$ cat src/hw/clint_cfg_pkg.sv
package clint_cfg_pkg;

  // ~~~~~~~~~~~~~~~~~~~~~~~~~~~~~~~~~~~~~~~~
  // sizes
  localparam int num_harts_lp      = 4;
  localparam int hart_idx_width_lp = 2;
  localparam int dword_width_lp    = 64;
  localparam int apb_addr_width_lp = 12;
  localparam int apb_data_width_lp = 32;

  // address space per hart.
  localparam int hart_stride_lp        = 32;
  localparam int reg_offset_width_lp   = $clog2(hart_stride_lp); // hart index starts at bit 5.
  localparam int hart_field_width_lp   = apb_addr_width_lp - reg_offset_width_lp;

  // ~~~~~~~~~~~~~~~~~~~~~~~~~~~~~~~~~~~~~~~~
  // offsets within one hart block
  localparam logic [reg_offset_width_lp-1:0] msip_offset_lp        = 5'h00;
  localparam logic [reg_offset_width_lp-1:0] mtimecmp_lo_offset_lp = 5'h08;
  localparam logic [reg_offset_width_lp-1:0] mtimecmp_hi_offset_lp = 5'h0C;
  localparam logic [reg_offset_width_lp-1:0] mtime_lo_offset_lp    = 5'h10;
  localparam logic [reg_offset_width_lp-1:0] mtime_hi_offset_lp    = 5'h14;
  localparam logic [reg_offset_width_lp-1:0] meip_offset_lp        = 5'h18;

  // clock cycles per mtime tick.
  localparam int rtc_ratio_lp       = 8;
  localparam int rtc_cnt_width_lp   = $clog2(rtc_ratio_lp);

  typedef enum logic [1:0] {
    reg_msip, reg_mtimecmp, reg_mtime, reg_meip
  } clint_reg_e;

endpackage

$ cat src/hw/clint_bus_pkg.sv
package clint_bus_pkg;

  import clint_cfg_pkg::*;

  // ~~~~~~~~~~~~~~~~~~~~~~~~~~~~~~~~~~~~~~~~
  // apb slave port
  typedef struct packed {
    logic                         psel;
    logic                         penable;
    logic                         pwrite;
    logic [apb_addr_width_lp-1:0] paddr;
    logic [apb_data_width_lp-1:0] pwdata;
  } apb_req_s;

  typedef struct packed {
    logic [apb_data_width_lp-1:0] prdata;
    logic                         pready;
    logic                         pslverr;
  } apb_resp_s;

  // ~~~~~~~~~~~~~~~~~~~~~~~~~~~~~~~~~~~~~~~~
  // decoder to slices, broadcast to all harts
  typedef struct packed {
    logic                         wr_v;    // first access cycle of a legal write.
    logic [hart_idx_width_lp-1:0] hart;
    clint_reg_e                   reg_sel;
    logic                         hi;      // upper 32 bits of a 64-bit register.
    logic [apb_data_width_lp-1:0] wdata;
  } slice_req_s;

  // slice back to collector.
  typedef struct packed {
    logic [dword_width_lp-1:0] rdata;
    logic                      software_irq;
    logic                      timer_irq;
    logic                      external_irq;
  } slice_resp_s;

endpackage

$ cat src/hw/clint_apb_decode.sv
`timescale 1ns/1ps

module clint_apb_decode
  import clint_cfg_pkg::*;
  import clint_bus_pkg::*;
  (input  logic       clk_i
   , input  logic       reset_i
   , input  apb_req_s   apb_req_i

   , output slice_req_s slice_req_o
   , output logic       addr_err_o
   , output logic       access_first_o
   , output logic       pready_o
   );

  typedef enum logic {acc_first_s, acc_wait_s} acc_state_e;

  acc_state_e                       state_r;
  logic                             in_access;
  logic [hart_field_width_lp-1:0]   hart_field;
  logic [reg_offset_width_lp-1:0]   offset;
  logic                             hart_err;
  logic                             offset_err;
  clint_reg_e                       reg_sel;
  logic                             hi;

  // ~~~~~~~~~~~~~~~~~~~~~~~~~~~~~~~~~~~~~~~~
  // address split
  assign hart_field = apb_req_i.paddr[apb_addr_width_lp-1:reg_offset_width_lp];
  assign offset     = apb_req_i.paddr[reg_offset_width_lp-1:0];
  assign hart_err   = (hart_field >= num_harts_lp); // covers harts 4 through 127.

  always_comb begin
    reg_sel    = reg_msip;
    hi         = 1'b0;
    offset_err = 1'b0;
    case (offset)
      msip_offset_lp:        reg_sel = reg_msip;
      mtimecmp_lo_offset_lp: reg_sel = reg_mtimecmp;
      mtimecmp_hi_offset_lp: begin
        reg_sel = reg_mtimecmp;
        hi      = 1'b1;
      end
      mtime_lo_offset_lp:    reg_sel = reg_mtime;
      mtime_hi_offset_lp: begin
        reg_sel = reg_mtime;
        hi      = 1'b1;
      end
      meip_offset_lp:        reg_sel = reg_meip;
      default:               offset_err = 1'b1; // hole in the map.
    endcase
  end

  assign addr_err_o = hart_err | offset_err;

  // ~~~~~~~~~~~~~~~~~~~~~~~~~~~~~~~~~~~~~~~~
  // access tracker, one fixed wait state
  assign in_access = apb_req_i.psel & apb_req_i.penable;

  always_ff @(posedge clk_i) begin
    if (reset_i) begin
      state_r <= acc_first_s;
    end else if (state_r == acc_wait_s) begin
      state_r <= acc_first_s; // transfer completes this cycle.
    end else if (in_access) begin
      state_r <= acc_wait_s;
    end
  end

  assign access_first_o = in_access & (state_r == acc_first_s);
  assign pready_o       = in_access & (state_r == acc_wait_s);

  assign slice_req_o.wr_v    = access_first_o & apb_req_i.pwrite & ~addr_err_o;
  assign slice_req_o.hart    = apb_req_i.paddr[reg_offset_width_lp +: hart_idx_width_lp];
  assign slice_req_o.reg_sel = reg_sel;
  assign slice_req_o.hi      = hi;
  assign slice_req_o.wdata   = apb_req_i.pwdata;

  // master must hold the request until pready.
  apb_req_stable_a : assert property (@(posedge clk_i) disable iff (reset_i)
    (in_access && !pready_o) |=> $stable(apb_req_i))
    else $error("apb request changed during wait state.");

endmodule

$ cat src/hw/clint_rtc_strobe.sv
`timescale 1ns/1ps

module clint_rtc_strobe
  import clint_cfg_pkg::*;
  (input  logic clk_i
   , input  logic reset_i
   , output logic strobe_o
   );

  localparam logic [rtc_cnt_width_lp-1:0] reload_lp = rtc_cnt_width_lp'(rtc_ratio_lp - 1);

  logic [rtc_cnt_width_lp-1:0] cnt_r;
  logic                        strobe_r;

  always_ff @(posedge clk_i) begin
    if (reset_i) begin
      cnt_r    <= reload_lp;
      strobe_r <= 1'b0;
    end else begin
      strobe_r <= (cnt_r == '0); // lands rtc_ratio_lp cycles after reset.
      if (cnt_r == '0)
        cnt_r <= reload_lp;
      else
        cnt_r <= cnt_r - 1'b1;
    end
  end

  assign strobe_o = strobe_r;

  strobe_single_a : assert property (@(posedge clk_i) disable iff (reset_i)
    strobe_r |=> !strobe_r)
    else $error("rtc strobe held for more than one cycle.");

endmodule

$ cat src/hw/clint_slice.sv
`timescale 1ns/1ps

module clint_slice
  import clint_cfg_pkg::*;
  import clint_bus_pkg::*;
  (input  logic                         clk_i
   , input  logic                         reset_i
   , input  logic [hart_idx_width_lp-1:0] hart_id_i
   , input  slice_req_s                   slice_req_i
   , input  logic                         strobe_i

   , output slice_resp_s                  slice_resp_o
   );

  logic [dword_width_lp-1:0] mtime_r;
  logic [dword_width_lp-1:0] mtimecmp_r;
  logic                      msip_r;
  logic                      meip_r;

  logic wr_hit;
  logic mtime_wr;
  logic mtimecmp_wr;
  logic msip_wr;
  logic meip_wr;
  logic timer_irq;

  // replace one 32-bit half of a 64-bit register.
  function automatic logic [dword_width_lp-1:0] merge_half(
    input logic [dword_width_lp-1:0]    cur,
    input logic                         upper,
    input logic [apb_data_width_lp-1:0] wdata
  );
    logic [dword_width_lp-1:0] res;
    res = cur;
    if (upper)
      res[dword_width_lp-1:apb_data_width_lp] = wdata;
    else
      res[apb_data_width_lp-1:0] = wdata;
    return res;
  endfunction

  // ~~~~~~~~~~~~~~~~~~~~~~~~~~~~~~~~~~~~~~~~
  // write decode
  assign wr_hit      = slice_req_i.wr_v && (slice_req_i.hart == hart_id_i);
  assign mtime_wr    = wr_hit && (slice_req_i.reg_sel == reg_mtime);
  assign mtimecmp_wr = wr_hit && (slice_req_i.reg_sel == reg_mtimecmp);
  assign msip_wr     = wr_hit && (slice_req_i.reg_sel == reg_msip);
  assign meip_wr     = wr_hit && (slice_req_i.reg_sel == reg_meip);

  always_ff @(posedge clk_i) begin
    if (reset_i) begin
      mtime_r <= '0;
    end else if (mtime_wr) begin
      mtime_r <= merge_half(mtime_r, slice_req_i.hi, slice_req_i.wdata); // write beats tick.
    end else if (strobe_i) begin
      mtime_r <= mtime_r + 1'b1;
    end
  end

  always_ff @(posedge clk_i) begin
    if (reset_i) begin
      mtimecmp_r <= '1; // parked out of reach.
      msip_r     <= 1'b0;
      meip_r     <= 1'b0;
    end else begin
      if (mtimecmp_wr)
        mtimecmp_r <= merge_half(mtimecmp_r, slice_req_i.hi, slice_req_i.wdata);
      if (msip_wr)
        msip_r <= slice_req_i.wdata[0];
      if (meip_wr)
        meip_r <= slice_req_i.wdata[0];
    end
  end

  // ~~~~~~~~~~~~~~~~~~~~~~~~~~~~~~~~~~~~~~~~
  // read mux and interrupts
  assign timer_irq = (mtime_r >= mtimecmp_r);

  always_comb begin
    case (slice_req_i.reg_sel)
      reg_msip:     slice_resp_o.rdata = dword_width_lp'(msip_r);
      reg_mtimecmp: slice_resp_o.rdata = mtimecmp_r;
      reg_mtime:    slice_resp_o.rdata = mtime_r;
      default:      slice_resp_o.rdata = dword_width_lp'(meip_r);
    endcase
  end

  assign slice_resp_o.software_irq = msip_r;
  assign slice_resp_o.timer_irq    = timer_irq;
  assign slice_resp_o.external_irq = meip_r;

  // holds or steps by one unless software wrote it.
  mtime_monotonic_a : assert property (@(posedge clk_i) disable iff (reset_i)
    !mtime_wr |=> (mtime_r == $past(mtime_r)) || (mtime_r == $past(mtime_r) + 1'b1))
    else $error("mtime moved without a strobe or write.");

  // timer can only fire after a tick or a register write.
  timer_irq_cause_a : assert property (@(posedge clk_i) disable iff (reset_i)
    $rose(timer_irq) |-> $past(strobe_i || mtime_wr || mtimecmp_wr))
    else $error("timer_irq rose without a cause.");

endmodule

$ cat src/hw/clint_resp_collect.sv
`timescale 1ns/1ps

module clint_resp_collect
  import clint_cfg_pkg::*;
  import clint_bus_pkg::*;
  (input  logic                                 clk_i
   , input  logic                                 reset_i
   , input  slice_resp_s [num_harts_lp-1:0]       slice_resp_i
   , input  slice_req_s                           slice_req_i
   , input  logic                                 access_first_i
   , input  logic                                 addr_err_i
   , input  logic                                 pready_i

   , output apb_resp_s                            apb_resp_o
   , output logic [num_harts_lp-1:0]              software_irq_o
   , output logic [num_harts_lp-1:0]              timer_irq_o
   , output logic [num_harts_lp-1:0]              external_irq_o
   );

  slice_resp_s                  sel_resp;
  logic [apb_data_width_lp-1:0] sel_half;
  logic [apb_data_width_lp-1:0] rdata_r;
  logic                         err_r;

  // ~~~~~~~~~~~~~~~~~~~~~~~~~~~~~~~~~~~~~~~~
  // read capture
  assign sel_resp = slice_resp_i[slice_req_i.hart];
  assign sel_half = slice_req_i.hi ? sel_resp.rdata[dword_width_lp-1:apb_data_width_lp]
                                   : sel_resp.rdata[apb_data_width_lp-1:0];

  always_ff @(posedge clk_i) begin
    if (access_first_i)
      rdata_r <= addr_err_i ? '0 : sel_half; // errors read as zero.
  end

  always_ff @(posedge clk_i) begin
    if (reset_i)
      err_r <= 1'b0;
    else if (access_first_i)
      err_r <= addr_err_i;
  end

  assign apb_resp_o.prdata  = rdata_r;
  assign apb_resp_o.pready  = pready_i;
  assign apb_resp_o.pslverr = pready_i & err_r;

  // ~~~~~~~~~~~~~~~~~~~~~~~~~~~~~~~~~~~~~~~~
  // interrupt fan-out
  always_comb begin
    for (int h = 0; h < num_harts_lp; h++) begin
      software_irq_o[h] = slice_resp_i[h].software_irq;
      timer_irq_o[h]    = slice_resp_i[h].timer_irq;
      external_irq_o[h] = slice_resp_i[h].external_irq;
    end
  end

endmodule

$ cat src/hw/clint_top.sv
`timescale 1ns/1ps

module clint_top
  import clint_cfg_pkg::*;
  import clint_bus_pkg::*;
  (input  logic                    clk_i
   , input  logic                    reset_i
   , input  apb_req_s                apb_req_i

   , output apb_resp_s               apb_resp_o
   , output logic [num_harts_lp-1:0] software_irq_o
   , output logic [num_harts_lp-1:0] timer_irq_o
   , output logic [num_harts_lp-1:0] external_irq_o
   );

  slice_req_s                    slice_req;
  slice_resp_s [num_harts_lp-1:0] slice_resp;
  logic                          addr_err;
  logic                          access_first;
  logic                          pready;
  logic                          mtime_strobe;

  clint_apb_decode decode
    (.clk_i(clk_i)
     ,.reset_i(reset_i)
     ,.apb_req_i(apb_req_i)
     ,.slice_req_o(slice_req)
     ,.addr_err_o(addr_err)
     ,.access_first_o(access_first)
     ,.pready_o(pready)
     );

  clint_rtc_strobe rtc_strobe
    (.clk_i(clk_i)
     ,.reset_i(reset_i)
     ,.strobe_o(mtime_strobe)
     );

  // one slice per hart, told apart by hart_id_i.
  for (genvar i = 0; i < num_harts_lp; i++) begin : g_slice
    clint_slice slice
      (.clk_i(clk_i)
       ,.reset_i(reset_i)
       ,.hart_id_i(hart_idx_width_lp'(i))
       ,.slice_req_i(slice_req)
       ,.strobe_i(mtime_strobe)
       ,.slice_resp_o(slice_resp[i])
       );
  end

  clint_resp_collect collect
    (.clk_i(clk_i)
     ,.reset_i(reset_i)
     ,.slice_resp_i(slice_resp)
     ,.slice_req_i(slice_req)
     ,.access_first_i(access_first)
     ,.addr_err_i(addr_err)
     ,.pready_i(pready)
     ,.apb_resp_o(apb_resp_o)
     ,.software_irq_o(software_irq_o)
     ,.timer_irq_o(timer_irq_o)
     ,.external_irq_o(external_irq_o)
     );

endmodule

$ cat config.mk
export PLATFORM = sky130hd
export DESIGN_NAME = clint_top
export DESIGN_NICKNAME = d
export VERILOG_FILES = /design/src/hw/clint_cfg_pkg.sv /design/src/hw/clint_bus_pkg.sv /design/src/hw/clint_apb_decode.sv /design/src/hw/clint_rtc_strobe.sv /design/src/hw/clint_slice.sv /design/src/hw/clint_resp_collect.sv /design/src/hw/clint_top.sv
export SDC_FILE = /design/constraint.sdc
export NUM_CORES = 2
export LEC_CHECK = 0
export ABC_AREA = 0
export BUFFER_PORTS_ARGS = -buffer_cell sky130_fd_sc_hd__buf_2
export CORE_ASPECT_RATIO = 1.2
export CORE_UTILIZATION = 30
export CTS_CLUSTER_SIZE = 12
export DETAILED_ROUTE_END_ITERATION = 7
export HOLD_SLACK_MARGIN = 0.1
export MAX_ROUTING_LAYER = met4
export PLACE_DENSITY = 0.47
export SYNTH_ARGS = -nofsm -noshare
export SYNTH_HDL_FRONTEND = slang
export SYNTH_HIERARCHICAL = 1
export SYNTH_SLANG_ARGS = --single-unit
$ cat constraint.sdc
create_clock -name clk_i -period 3.8 [get_ports clk_i]
set_clock_uncertainty 0.1 [all_clocks]
set_input_delay 0.19 -clock clk_i [delete_from_list [all_inputs] [get_ports clk_i]]
set_output_delay 0.19 -clock clk_i [all_outputs]
set_load 0.02 [all_outputs]
# --- Yosys cells after proc, flatten, opt, wreduce, memory -nomap -nowiden ---
# Index checks and enable logic that the tools add are counted.
totals:
  input_bits: 49
  word_cells: 140
  reg_bits: 558
op_classes:
  n_eq_ne: 19
  reduce_logical: 50
  bitwise: 10
  order_cmp: 6
  addsub: 5
  muxes: 21
ops:
  columns: ["op", "count"]
  rows:
  - ["64-bit one-hot mux with 3 select lines", 4]
  - ["64-bit 2-to-1 mux", 8]
  - ["64-bit by 1-bit adder with 64-bit output (second input constant)", 4]
  - ["64-bit greater-or-equal comparator", 4]
  - ["67-bit binary-select mux with 2-bit select", 1]
  - ["32-bit 2-to-1 mux", 3]
  - ["67-bit 2-to-1 mux", 1]
  - ["2-bit AND reduction", 16]
  - ["1-bit logical AND", 20]
  - ["2-bit != test (second input constant)", 8]
  - ["5-bit equality test (second input constant)", 3]
  - ["5-bit by 4-bit equality test with 1-bit output (second input constant)", 2]
  - ["2-bit OR reduction", 5]
  - ["2-bit equality test (second input constant)", 4]
  - ["2-bit nonzero test", 4]
  - ["7-bit by 3-bit greater-or-equal comparator with 1-bit output (second input constant)", 1]
  - ["1-bit AND", 6]
  - ["2-bit one-hot mux with 3 select lines", 1]
  - ["6-bit OR reduction", 1]
  - ["5-bit logical NOT", 1]
  - ["2-bit by 1-bit equality test with 1-bit output (second input constant)", 2]
  - ["2-bit logical NOT", 2]
  - ["3-bit logical NOT", 1]
  - ["2-bit by 3-bit less-than comparator with 1-bit output (second input constant)", 1]
  - ["4 further kinds", 8]

# --- Logic depth before layout (Yosys ltp) ---
depth:
  ltp_word: 10
  mapped_depth: 12

# --- By module ---
# Netlist, hierarchy kept.
by_module_without_submodules:
  columns: ["module", "cells_per_inst", "instances", "area_each_um2"]
  rows:
  - ["clint_slice at g_slice[0].slice ...", 1147, 3, 8874.8]
  - ["clint_slice at g_slice[1].slice", 1143, 1, 8750.9]
  - ["clint_resp_collect", 199, 1, 3169.3]
  - ["clint_apb_decode", 53, 1, 384.1]
  - ["clint_rtc_strobe", 13, 1, 148.9]
  - ["clint_top", 2, 1, 7.5]

# --- Worst setup path before layout ---
# Ideal clock, no wire load.
synth_timing:
  kind: "register to register"
  startpoint: "register decode.state_r"
  endpoint: "register g_slice[1].slice.mtime_r[32]"
  t_arrival_ns: 3.817
  path_stages_with_launch: 11
  path_buffers: 3
  setup_slack_ns: -0.188
  cell_sequence: "dfxtp_1 nor2_1 and4_1 and4_1 clkbuf_1 clkbuf_1 clkbuf_1 nand2_1 o41ai_1 o21ai_0 a21oi_1"
synth_lines:
  columns: ["element", "line", "source"]
  rows:
  - ["from (decl)", "clint_apb_decode.sv:18", "acc_state_e state_r;"]
  - ["from (signal assigned)", "clint_apb_decode.sv:62", "state_r <= acc_first_s;"]
  - ["from (signal assigned)", "clint_apb_decode.sv:64", "state_r <= acc_first_s;"]
  - ["from (signal assigned)", "clint_apb_decode.sv:66", "state_r <= acc_wait_s;"]
  - ["to (signal assigned)", "clint_slice.sv:54", "mtime_r <= merge_half(mtime_r, slice_req_i.hi, slice_req_i.wdata);"]
  - ["to (signal assigned)", "clint_slice.sv:56", "mtime_r <= mtime_r + 1'b1;"]
  - ["to (decl)", "clint_slice.sv:15", "logic [dword_width_lp-1:0] mtime_r;"]

# --- Final worst setup path ---
layout_timing:
  startpoint: "register g_slice[3].slice.mtime_r[9]"
  endpoint: "output port timer_irq_o[3]"
layout_via:
  elab_chain_len: 1
layout_lines:
  columns: ["element", "line", "source"]
  rows:
  - ["from (decl)", "clint_slice.sv:15", null]
  - ["from (signal assigned)", "clint_slice.sv:54", null]
  - ["from (signal assigned)", "clint_slice.sv:56", null]
  - ["64-bit greater-or-equal comparator", "clint_slice.sv:77", "assign timer_irq = (mtime_r >= mtimecmp_r);"]
  - ["to (decl)", "clint_top.sv:12", ", output logic [num_harts_lp-1:0] timer_irq_o"]
# Every way passes these cells.

==> run_results.csv <==
group,metric,value,unit
run_status,run_status,"finished clean",
sta,hold_violations,0,
placed_design,pre_cts_slack,0.0782,ns
global_route,grt_use_total,0.279,
floorplan,start_util,0.303,
routing,drc_errors,0,
clock_network,cts-root-buf,"clkbuf_16",
sta,finalCritPeriodShare,0.955,
worst_setup_path,path_buf_inv,1,
worst_setup_path,path_max_fanout,8,
pwr,leakage,18.7,nW
global_route,grt_pass1_wl,263000,um
worst_setup_path,cp_top_family,"compound AO/OA/AOI/OAI gates",
routing,drtPass1Iterations,8,
worst_setup_path,slowest_delay,0.60,ns
floorplan,die_h,397,um
worst_setup_path,end_kind,"output port",
worst_setup_path,cp.required,3.51,ns
floorplan,die_x,332,um
pwr,p_seq_frac,0.423,
clock_network,worst_skew_pair.late_latency,0.66,ns
placed_design,gp_congestion,0.941,
pwr,share_comb_of_total_power,0.097,
clock_network,cts_setup_buffers,0,
synth,synth.distinct_cells,90,
cells_and_area,fin_cells,6636,
routing,wirelength,184000,um
sta,worstMarginPinSlew,1.15,ns
cells_and_area,final_cell_mix,"nand2_1, dfxtp_1, nor2_1",
cells_and_area,layout_commonest_cell,"nand2_1",
sta,rsz0062_at_grt,"false",
routing,wire_per_inst,27.8,um
placed_design,io_buffer_count,94,
sta,tns,0,ns
clock_network,cts_resized,0,
sta,fmax,275,MHz
worst_setup_path,worstSetupStartpointType,"flip-flop",
cells_and_area,final_nets,5206,
sta,fin_crit,3.63,ns
synth,synth_warnings,6,
clock_network,clk_pin_slew,0.06,ns
worst_setup_path,path_cells,"ha_1 > a21oi_1 > o21ai_0 > a221oi_1 > o211ai_1 > a21oi_1 > o21ai_0 > buf_2",
synth,syn_inst,4851,
clock_network,postCtsHoldBufs,33,
floorplan,core_area,0.129,mm^2
pwr,p_int,10.7,mW
global_route,grt_max_degree,106,
sta,slew_headroom,0.233,
global_route,grt_pass1_vias,36500,
pwr,sw_frac_of_total,0.285,
cells_and_area,seq_area,0.0115,mm^2
worst_setup_path,crit_arrival,3.34,ns
global_route,grt_overflow,0,
pwr,vdd_drop_max,0.302,mV
sta,setup_slack,0.170,ns
synth,ys.flop_type,"dfxtp_1",
clock_network,cts_buffer_depth,3,
synth,ys_ff_latch,558,
job,max_cap_viol_count,0,
synth,netlist_area,0.0391,mm^2
cells_and_area,syn_to_final_growth,14.1,%
worst_setup_path,critPathSlowestCell,"a221oi_1",
floorplan,rows,144,
clock_network,cts_tree,"yes",
placed_design,dp_hpwl,130000,um
routing,vias,39300,
cells_and_area,multi_input_area,0.0247,mm^2
cells_and_area,drive_gt1_frac,0.123,
cells_and_area,fin_util,0.346,
pwr,p_sw,4.24,mW
floorplan,io_pins,95,
routing,drtIter0Drc,3948,
pwr,p_clk_frac,0.480,
routing,ant_nets,0,
pwr,cellPowerDensity,334,mW/mm^2
hold_path,hold_path.class,"primary input to flip-flop",
cells_and_area,nFillCells,13400,
clock_network,cts_htree_levels,3,
sta,setup_violations,0,
clock_network,clkSinkCount,558,
sta,hold_slack,0.143,ns
synth,synth.avg_cell_area,8.06,um^2
synth,synth_edf_count,32,
synth,async_flop_share,0,
clock_network,cts_inserted_buffers,72,
global_route,grt_antenna_before_repair,11,
worst_setup_path,crit_type,"flip-flop to output port",
synth,synth.yosys.seq_area_share,0.294,
routing,viasPerCell,5.92,
floorplan,die_area,0.132,mm^2
placed_design,dp.cells,6467,
sta,slew_violations,0,
-- power by group through the flow --
stage	registers, mW	clock network, mW	logic, mW
6_report	6.31	7.14	1.44
5_1_grt	6.31	7.48	1.49
4_1_cts	6.30	7.27	1.42
3_5_place_dp	6.43	0	1.39
3_3_place_gp	6.43	0	1.38
2_1_floorplan	6.28	0	0.791
-- final timing paths --
path / from / to / slack, ns / cells after the start
max: g_slice[3].slice/mtime_r[9] / timer_irq_o[3] / 0.17 / 8
min: apb_req_i[0] / g_slice[2].slice/mtimecmp_r[32] / 0.14 / 3
max reg2reg: g_slice[1].slice/mtime_r[21] / g_slice[1].slice/mtime_r[59] / 0.50 / 6
min reg2reg: rtc_strobe/cnt_r[0] / rtc_strobe/cnt_r[0] / 0.38 / 1
-- cell families (layout without fill, tap and decap cells) --
kind of cell / Yosys count / count (layout) / synth area share
buf+inv: 698 / 786 / 0.0800
xor+xnor: 23 / 23 / 0.00515
flops: 558 / 558 / 0.294
mux: 174 / 174 / 0.0667
compound gates: 1379 / 1379 / 0.244
other cells: 2 / 20 / 0.000192
fa+ha+maj: 262 / 262 / 0.0839
simple gates: 1755 / 1755 / 0.226
-- per-layer routing --
metal  vias up  wire length, um  global-route usage
li1      18100                -                   -
met4         0            11900               0.165
met5         -                0                   -
met3       490            11600              0.0394
met1     19100            70800               0.314
met2      1614            90000               0.471
-- state kept, by name, summed over array words and instances, names as in the netlist --
| signal | flops |
|---|---|
| collect/err_r | 1 |
| collect/rdata_r | 32 |
| decode/state_r | 1 |
| g_slice.slice/meip_r | 4 |
| g_slice.slice/msip_r | 4 |
| g_slice.slice/mtime_r | 256 |
| g_slice.slice/mtimecmp_r | 256 |
| rtc_strobe/cnt_r | 3 |
| rtc_strobe/strobe_o | 1 |
-- worst min-delay path: cells and delay by family --
kind            cells  cell delay (ns)
buf+inv             1             0.38
simple gates        1             0.16
compound gates      1             0.08
-- per-stage QoR --
step | total power [mW] | cell area, um^2
2_1_floorplan | 7.07 | 39100
3_3_place_gp | 7.81 | 41900
3_5_place_dp | 7.82 | 41900
4_1_cts | 15.0 | 44600
5_1_grt | 15.3 | 44600
6_report | 14.9 | 44600
-- cell type report --
| type | instances | area share |
|---|---|---|
| clock inverters | 20 | 0.00351 |
| well taps | 1679 | 0.0471 |
| inverters | 298 | 0.0251 |
| flip-flops and latches | 558 | 0.258 |
| diodes | 6 | 0.000337 |
| multi-input cells | 3607 | 0.553 |
| clock buffers | 110 | 0.0498 |
| repair buffers | 358 | 0.0630 |
-- cells in the mapped netlist, types with 50 or more instances --
cell type | count | area share
mux2i_1 | 101 | 0.026
nor2_1 | 336 | 0.032
o211ai_1 | 205 | 0.039
nor4_1 | 75 | 0.012
nand3_1 | 164 | 0.021
a22o_1 | 233 | 0.052
o22ai_1 | 55 | 0.0088
dfxtp_1 | 526 | 0.27
nand4_1 | 113 | 0.018
mux4_2 | 66 | 0.038
o21ai_0 | 239 | 0.031
inv_1 | 297 | 0.029
buf_4 | 75 | 0.014
clkbuf_1 | 223 | 0.021
ha_1 | 262 | 0.084
a21oi_1 | 246 | 0.032
a31oi_1 | 50 | 0.0080
a22oi_1 | 73 | 0.014
nand2_1 | 627 | 0.060
and3_1 | 59 | 0.0094
nor3_1 | 109 | 0.014
Power figures use the tool's default switching activity.
